===== config.mk =====
export PLATFORM = sky130hd
export DESIGN_NAME = cache_ctrl
export DESIGN_NICKNAME = d
export VERILOG_FILES = /design/src/logic/dcache_pkg.sv /design/src/logic/cache_ctrl.sv
export VERILOG_INCLUDE_DIRS = /design/src /design/src/include
export SDC_FILE = /design/constraint.sdc
export NUM_CORES = 1
export LEC_CHECK = 0
export BUFFER_PORTS_ARGS = -buffer_cell sky130_fd_sc_hd__buf_4
export CAP_MARGIN = 20
export CORE_AREA = 2 2 350 352
export CTS_BUF_LIST = sky130_fd_sc_hd__clkbuf_4 sky130_fd_sc_hd__clkbuf_8
export CTS_CLUSTER_SIZE = 8
export DETAILED_ROUTE_END_ITERATION = 12
export DIE_AREA = 0 0 352 354
export RECOVER_POWER = 100
export SLEW_MARGIN = 5
export SYNTH_ARGS = -nofsm -noshare
export SYNTH_HDL_FRONTEND = slang
export SYNTH_SLANG_ARGS = --single-unit

===== constraint.sdc =====
create_clock -name clk -period 8.3 [get_ports clk]
set_clock_uncertainty 0.15 [all_clocks]
set_input_delay 0.415 -clock clk [delete_from_list [all_inputs] [get_ports clk]]
set_output_delay 0.415 -clock clk [all_outputs]
set_load 0.05 [all_outputs]

===== src/include/dcache_macros.svh =====
// ~~~~~~~~~~~~~~~~~~~~~~~~~~~~~~~~~~~~~~
// fixed geometry: 32-bit address, 64 sets, 16-byte lines
// the address slicing in the RTL assumes these exact values
// ~~~~~~~~~~~~~~~~~~~~~~~~~~~~~~~~~~~~~~
`ifndef DCACHE_MACROS_SVH
`define DCACHE_MACROS_SVH

`define DC_ADDR_W    32
`define DC_DATA_W    64
`define DC_STRB_W    8
`define DC_TAG_W     22
`define DC_INDEX_W   6
`define DC_OFFSET_W  4
`define DC_SETS      64
`define DC_WAYS      2
`define DC_LINE_W    128  // two data beats per line

`endif


===== src/logic/dcache_pkg.sv =====
// ~~~~~~~~~~~~~~~~~~~~~~~~~~~~~~~~~~~~~~
// controller states and field types of the data cache
// ~~~~~~~~~~~~~~~~~~~~~~~~~~~~~~~~~~~~~~
`include "dcache_macros.svh"

package dcache_pkg;

  typedef enum logic [2:0] {
    S_IDLE,
    S_HIT,
    S_EVICT_AW,
    S_EVICT_W,
    S_EVICT_B,
    S_FILL_AR,
    S_FILL_R,
    S_REPLAY
  } dc_state_e;

  typedef logic [`DC_TAG_W-1:0]          tag_t;
  typedef logic [`DC_INDEX_W-1:0]        index_t;
  typedef logic [`DC_LINE_W-1:0]         line_t;
  typedef logic [$clog2(`DC_WAYS)-1:0]   way_t;

endpackage


===== src/logic/cache_ctrl.sv =====
// ~~~~~~~~~~~~~~~~~~~~~~~~~~~~~~~~~~~~~~
// request FSM: hit, dirty eviction, refill and replay
// a read wins when read and write requests arrive together
// ~~~~~~~~~~~~~~~~~~~~~~~~~~~~~~~~~~~~~~
`timescale 1ns/1ns
`include "dcache_macros.svh"

module cache_ctrl (
  input  logic                             clk,
  input  logic                             rst,
  input  logic                             ar_valid_i,
  input  logic [`DC_ADDR_W-1:0]            ar_addr_i,
  output logic                             ar_ready_o,
  output logic                             r_data_valid_o,
  output logic [`DC_DATA_W-1:0]            r_data_o,
  input  logic                             r_data_ready_i,
  input  logic                             aw_valid_i,
  input  logic [`DC_ADDR_W-1:0]            aw_addr_i,
  output logic                             aw_ready_o,
  input  logic                             w_data_valid_i,
  input  logic [`DC_STRB_W-1:0]            w_strb_i,
  input  logic [`DC_DATA_W-1:0]            w_data_i,
  output logic                             w_data_ready_o,
  output logic                             b_valid_o,
  input  logic                             b_ready_i,
  output logic                             mem_aw_valid_o,
  output logic [`DC_ADDR_W-1:0]            mem_aw_addr_o,
  input  logic                             mem_aw_ready_i,
  output logic                             mem_w_valid_o,
  output logic [`DC_DATA_W-1:0]            mem_w_data_o,
  input  logic                             mem_w_ready_i,
  input  logic                             mem_b_valid_i,
  output logic                             mem_b_ready_o,
  output logic                             mem_ar_valid_o,
  output logic [`DC_ADDR_W-1:0]            mem_ar_addr_o,
  input  logic                             mem_ar_ready_i,
  input  logic                             mem_r_valid_i,
  input  logic [`DC_DATA_W-1:0]            mem_r_data_i,
  output logic                             mem_r_ready_o,
  output dcache_pkg::index_t               lookup_index_o,
  output dcache_pkg::tag_t                 lookup_tag_o,
  output dcache_pkg::way_t                 upd_way_o,
  output dcache_pkg::index_t               upd_index_o,
  output logic                             tag_we_o,
  output dcache_pkg::tag_t                 tag_o,
  output logic                             set_valid_o,
  output logic                             clr_valid_o,
  output logic                             set_dirty_o,
  output logic                             clr_dirty_o,
  input  logic                             hit_i,
  input  dcache_pkg::way_t                 hit_way_i,
  input  dcache_pkg::way_t                 victim_way_i,
  input  logic                             victim_dirty_i,
  input  dcache_pkg::tag_t                 victim_tag_i,
  output logic [`DC_WAYS-1:0]              ram_rd_o,
  output logic [`DC_WAYS-1:0]              ram_wr_o,
  output dcache_pkg::index_t               ram_index_o,
  output logic [`DC_LINE_W/8-1:0]          ram_mask_o,
  output dcache_pkg::line_t                ram_wdata_o,
  input  dcache_pkg::line_t [`DC_WAYS-1:0] ram_rdata_i
);

  dcache_pkg::dc_state_e state_q, state_d;
  dcache_pkg::tag_t      req_tag_q, evict_tag_q;
  dcache_pkg::index_t    req_index_q;
  dcache_pkg::way_t      way_q;
  logic                  req_half_q;  // high 64-bit half of the line
  logic                  req_wr_q;
  logic                  beat_q;
  logic                  wr_done_q;

  logic [`DC_ADDR_W-1:0] req_addr;
  dcache_pkg::index_t    cur_index;
  dcache_pkg::line_t     sel_line;
  logic                  accept, w_xfer, evict_beat, fill_beat, fill_last, wr_half;
  logic [`DC_STRB_W-1:0] wr_strb;

  assign req_addr   = ar_valid_i ? ar_addr_i : aw_addr_i;
  assign ar_ready_o = (state_q == dcache_pkg::S_IDLE);
  assign aw_ready_o = (state_q == dcache_pkg::S_IDLE) & ~ar_valid_i;
  assign accept     = (ar_valid_i & ar_ready_o) | (aw_valid_i & aw_ready_o);
  assign cur_index  = (state_q == dcache_pkg::S_IDLE) ?
                      req_addr[`DC_OFFSET_W +: `DC_INDEX_W] : req_index_q;
  assign sel_line   = ram_rdata_i[way_q];

  assign r_data_valid_o = (state_q == dcache_pkg::S_HIT) & ~req_wr_q;
  assign r_data_o       = req_half_q ? sel_line[`DC_LINE_W-1 -: `DC_DATA_W]
                                     : sel_line[`DC_DATA_W-1:0];
  assign w_data_ready_o = (state_q == dcache_pkg::S_HIT) & req_wr_q & ~wr_done_q;
  assign b_valid_o      = (state_q == dcache_pkg::S_HIT) & req_wr_q & wr_done_q;

  assign mem_aw_valid_o = (state_q == dcache_pkg::S_EVICT_AW);
  assign mem_aw_addr_o  = {evict_tag_q, req_index_q, {`DC_OFFSET_W{1'b0}}};
  assign mem_w_valid_o  = (state_q == dcache_pkg::S_EVICT_W);
  assign mem_w_data_o   = beat_q ? sel_line[`DC_LINE_W-1 -: `DC_DATA_W]
                                 : sel_line[`DC_DATA_W-1:0];
  assign mem_b_ready_o  = (state_q == dcache_pkg::S_EVICT_B);
  assign mem_ar_valid_o = (state_q == dcache_pkg::S_FILL_AR);
  assign mem_ar_addr_o  = {req_tag_q, req_index_q, {`DC_OFFSET_W{1'b0}}};
  assign mem_r_ready_o  = (state_q == dcache_pkg::S_FILL_R);

  assign w_xfer     = w_data_valid_i & w_data_ready_o;
  assign evict_beat = mem_w_valid_o & mem_w_ready_i;
  assign fill_beat  = mem_r_valid_i & mem_r_ready_o;
  assign fill_last  = fill_beat & beat_q;

  assign lookup_index_o = cur_index;
  assign lookup_tag_o   = (state_q == dcache_pkg::S_IDLE) ?
                          req_addr[`DC_ADDR_W-1 -: `DC_TAG_W] : req_tag_q;
  assign upd_way_o      = way_q;
  assign upd_index_o    = req_index_q;
  assign tag_o          = req_tag_q;
  assign tag_we_o       = fill_last;
  assign set_valid_o    = fill_last;
  assign clr_valid_o    = mem_ar_valid_o & mem_ar_ready_i;  // line is being replaced
  assign set_dirty_o    = w_xfer;
  assign clr_dirty_o    = mem_b_valid_i & mem_b_ready_o;

  // refill beats write a full half, a write hit only its strobed bytes
  assign wr_half     = fill_beat ? beat_q : req_half_q;
  assign wr_strb     = fill_beat ? {`DC_STRB_W{1'b1}} : w_strb_i;
  assign ram_mask_o  = wr_half ? {wr_strb, {`DC_STRB_W{1'b0}}} : {{`DC_STRB_W{1'b0}}, wr_strb};
  assign ram_wdata_o = fill_beat ? {2{mem_r_data_i}} : {2{w_data_i}};
  assign ram_index_o = cur_index;
  assign ram_rd_o    = {`DC_WAYS{accept | (state_q == dcache_pkg::S_REPLAY)}};
  assign ram_wr_o    = (fill_beat | w_xfer) ? (`DC_WAYS'(1) << way_q) : '0;

  always_comb begin
    state_d = state_q;
    case (state_q)
      dcache_pkg::S_IDLE: begin
        if (accept) begin
          if (hit_i) state_d = dcache_pkg::S_HIT;
          else if (victim_dirty_i) state_d = dcache_pkg::S_EVICT_AW;
          else state_d = dcache_pkg::S_FILL_AR;
        end
      end
      dcache_pkg::S_HIT: begin
        if ((r_data_valid_o & r_data_ready_i) | (b_valid_o & b_ready_i)) begin
          state_d = dcache_pkg::S_IDLE;
        end
      end
      dcache_pkg::S_EVICT_AW: if (mem_aw_ready_i) state_d = dcache_pkg::S_EVICT_W;
      dcache_pkg::S_EVICT_W:  if (evict_beat & beat_q) state_d = dcache_pkg::S_EVICT_B;
      dcache_pkg::S_EVICT_B:  if (mem_b_valid_i) state_d = dcache_pkg::S_FILL_AR;
      dcache_pkg::S_FILL_AR:  if (mem_ar_ready_i) state_d = dcache_pkg::S_FILL_R;
      dcache_pkg::S_FILL_R:   if (fill_last) state_d = dcache_pkg::S_REPLAY;
      dcache_pkg::S_REPLAY:   state_d = dcache_pkg::S_HIT;  // both ways reread
      default:                state_d = dcache_pkg::S_IDLE;
    endcase
  end

  always_ff @(posedge clk) begin
    if (rst) begin
      state_q   <= dcache_pkg::S_IDLE;
      req_wr_q  <= 1'b0;
      beat_q    <= 1'b0;
      wr_done_q <= 1'b0;
    end else begin
      state_q <= state_d;
      if (accept) req_wr_q <= ~ar_valid_i;
      beat_q <= beat_q ^ (evict_beat | fill_beat);  // back to 0 after two beats
      if (b_valid_o & b_ready_i) wr_done_q <= 1'b0;
      else if (w_xfer) wr_done_q <= 1'b1;
    end
  end

  always_ff @(posedge clk) begin
    if (accept) begin
      req_tag_q   <= req_addr[`DC_ADDR_W-1 -: `DC_TAG_W];
      req_index_q <= req_addr[`DC_OFFSET_W +: `DC_INDEX_W];
      req_half_q  <= req_addr[`DC_OFFSET_W-1];
      way_q       <= hit_i ? hit_way_i : victim_way_i;
      evict_tag_q <= victim_tag_i;
    end
  end

endmodule


==> out/results.ini <==
[setup_path]
crit_path_start_kind = flip-flop
r2r-end = req_wr_q
path_cells = clkbuf_1 -> buf_4 -> mux4_2 -> clkbuf_1
crit_path_max_fanout = 36
crit_required_ns = 7.74
crit_path_end_kind = output port
critPathCapture = mem_w_data_o[37]
max_stage_delay_ns = 2.03
cp_common_cell = clkbuf_1
cp.arrival_ns = 5.12
r2r-start = state_q[1]
r2r_slack_ns = 4.77
startpoint = upd_way_o
critPathKind = flip-flop to output port
rr_worst_depth = 4
crit_slowest_cell = clkbuf_1

[power_and_ir_drop]
peakVddDrop_uv = 275.5
p_comb_share_pct = 80.4
p_int_w = 0.001501
p_sw_w = 0.003198
p_per_area_nw_per_um2 = 329.5
p_seq_share_pct = 12.4
power_leakage_nw = 5.420
p_clk_share_pct = 7.2
swShare_pct = 68.06

[floorplanning]
core_area_um2 = 120900
die-area_um2 = 124600
initial_utilization_pct = 6.232
fp.dieW_um = 352
boundaryPins = 912
rows = 128
dieHeight_um = 354

[grt]
grt_max_degree = 72
antenna_found_initial = 105
grt_overflow = 0
gr-usage-all-layers_pct = 15.10
grt_pass1_vias = 9487
grt_pass1_wl_mm = 118.7

[sta]
worst_pin_slew_ns = 2.808
fin_crit_ns = 5.687
setup-tns-final_ns = 0
worst_slack_ns = 2.613
fmax_ghz = 0.1758
rsz0062_at_grt = false
max-slew-margin-rel_pct = -87.19
finalCritPeriodShare_pct = 68.52
hold_viol_final = 0
drv_slew = 126
whs_ns = 0.08931
setup_violations = 0

[yosys]
postSynthCellCount = 695
ys.warnings.count = 0
syn_avg_cell_area_um2 = 10.84
synth_area_um2 = 7536
ys_top_cells_by_area = mux4_2, edfxtp_1, buf_4
synth_ff_type = edfxtp_1
seq_area_frac_synth_pct = 22.31
post_synth_num_cell_types = 39
synth_enable_flop_cells = 52
synth_seq_cells = 58
synth_top_area_cell = mux4_2
synth_common_cells = nand2_1, mux4_2, buf_4
async_reset_ff_share_pct = 0
synth.most_common_cell = nand2_1
synth_top_area_share_pct = 38.55

[outcome]
status = complete, but fails checks
violations = max-capacitance violations, max-slew violations

[final_layout]
syn_to_final_growth_pct = 89.26
layout.nets = 1966
layout-drive-gt1-share_pct = 46.65
nFillCells = 14172

[cts]
worstSkewPairLatency_ns = 0.43
clkTransAtPathRegs_ns = 0.11
cts_tree = done
clock-root-buffer = clkbuf_8
cts_max_path_buffers = 2
cts_buffers = 9
cts_resized = 0
htree_levels = 3
clkSinkCount = 58

[detailed_routing]
viasPerCell = 3.124
dr.pass1.iters = 4
ant_nets = 0
routed_wl_mm = 98.22
wl_per_cell_um = 31.56
drc = 0
via_count = 9722
dr.first_iter.drc_count = 576

[min_path]
hold_class = input pin to flip-flop

[place]
dp_hpwl_mm = 90.70
place_congestion = 0.9297
io_buffers = 897
pre_cts_ws_ns = 4.555

[flow_run]
max_cap_violations = 4

==> state kept, by name, summed over array words and instances, names as in the netlist <==
signal / count
state_q: 3
beat_q: 1
wr_done_q: 1
upd_index_o: 6
upd_way_o: 1
evict_tag_q: 22
req_half_q: 1
req_wr_q: 1
tag_o: 22
==> worst min path at each step <==
stage,start,endpoint,cells past startpoint
2_1_floorplan,wr_done_q,wr_done_q,2
3_3_place_gp,wr_done_q,wr_done_q,2
3_5_place_dp,wr_done_q,wr_done_q,2
6_report,rst,wr_done_q,2
5_1_grt,rst,beat_q,2
4_1_cts,rst,beat_q,2
==> per-stage QoR <==
stage          utilization, %  instance area (um^2)  total power (W)  cells
2_1_floorplan               -                  7562         0.003400    702
3_3_place_gp            12.67                 15320         0.004809   3064
3_5_place_dp            12.67                 15320         0.004831   3064
4_1_cts                 13.04                 15760         0.005199   3102
5_1_grt                 11.78                 14250         0.004894   3106
6_report                11.80                 14260         0.004699   3112
==> power groups by stage <==
stage / Combinational (W) / Clock (W) / Sequential, W
finish: 0.00378 / 0.000338 / 0.000583
global route: 0.00393 / 0.000367 / 0.000601
CTS: 0.00424 / 0.000360 / 0.000594
detailed placement: 0.00423 / 0 / 0.000599
global placement: 0.00421 / 0 / 0.000595
floorplan: 0.00259 / 0 / 0.000808
==> cell families (layout without fill, tap and decap cells) <==
kind of cell              after synthesis  count (layout)  synth area share, %
AOI/OAI and AO/OA                      22              22                1.976
xor gates and xnor gates                1               1               0.1162
buffers and inverters                 174             949                14.88
DFF                                    58              58                22.31
muxes                                 188             188                47.35
other                                   1              18              0.04976
and+or+nand+nor                       251             251                13.32
==> per-layer routing <==
layer	routed length [um]	part of all wire, %	GRT usage (%)
met5	865	0.88	0
met4	1041	1.1	1.648
met3	19390	20	13.84
met2	39760	40	21.55
met1	37160	38	16.92
==> critical path, delay by kind of cell (launching register included) <==
family | cells | cell delay (ns)
buffers and inverters | 3 | 3.12
multiplexers | 1 | 0.59
flip-flops | 1 | 0.96
==> cell usage in the layout (no fill, tap or decap), types with 3 or more instances in the layout <==
cell type / Yosys / layout
clkbuf_4: 0 / 21
nand2_1: 202 / 201
mux4_2: 129 / 129
mux2_1: 0 / 25
diode_2: 0 / 10
clkbuf_1: 23 / 403
buf_4: 114 / 484
nor2_1: 30 / 30
nor2b_1: 3 / 3
a21oi_1: 10 / 10
edfxtp_1: 52 / 52
inv_1: 3 / 3
clkbuf_8: 0 / 9
dfxtp_1: 6 / 5
mux2_2: 58 / 33
conb_1: 1 / 8
nor3b_1: 3 / 3
dlygate4sd3_1: 0 / 22
==> cell type report <==
type / instances / area (um^2) / area share [%]
sequential: 58 / 1685 / 11.82
antenna: 10 / 25.02 / 0.1755
clock buffer: 9 / 123.9 / 0.8685
tap: 1625 / 2033 / 14.26
clock inverter: 7 / 101.3 / 0.7106
multi-input combinational: 470 / 4758 / 33.36
inverter: 3 / 11.26 / 0.07895
timing repair buffer: 930 / 5524 / 38.73
==> timing repair <==
item	4_1_cts	5_1_grt
hold buffers	22	0
hold endpoints to repair	22	0
setup buffers	0	0
Note: power is estimated with default switching activity, not from simulation.
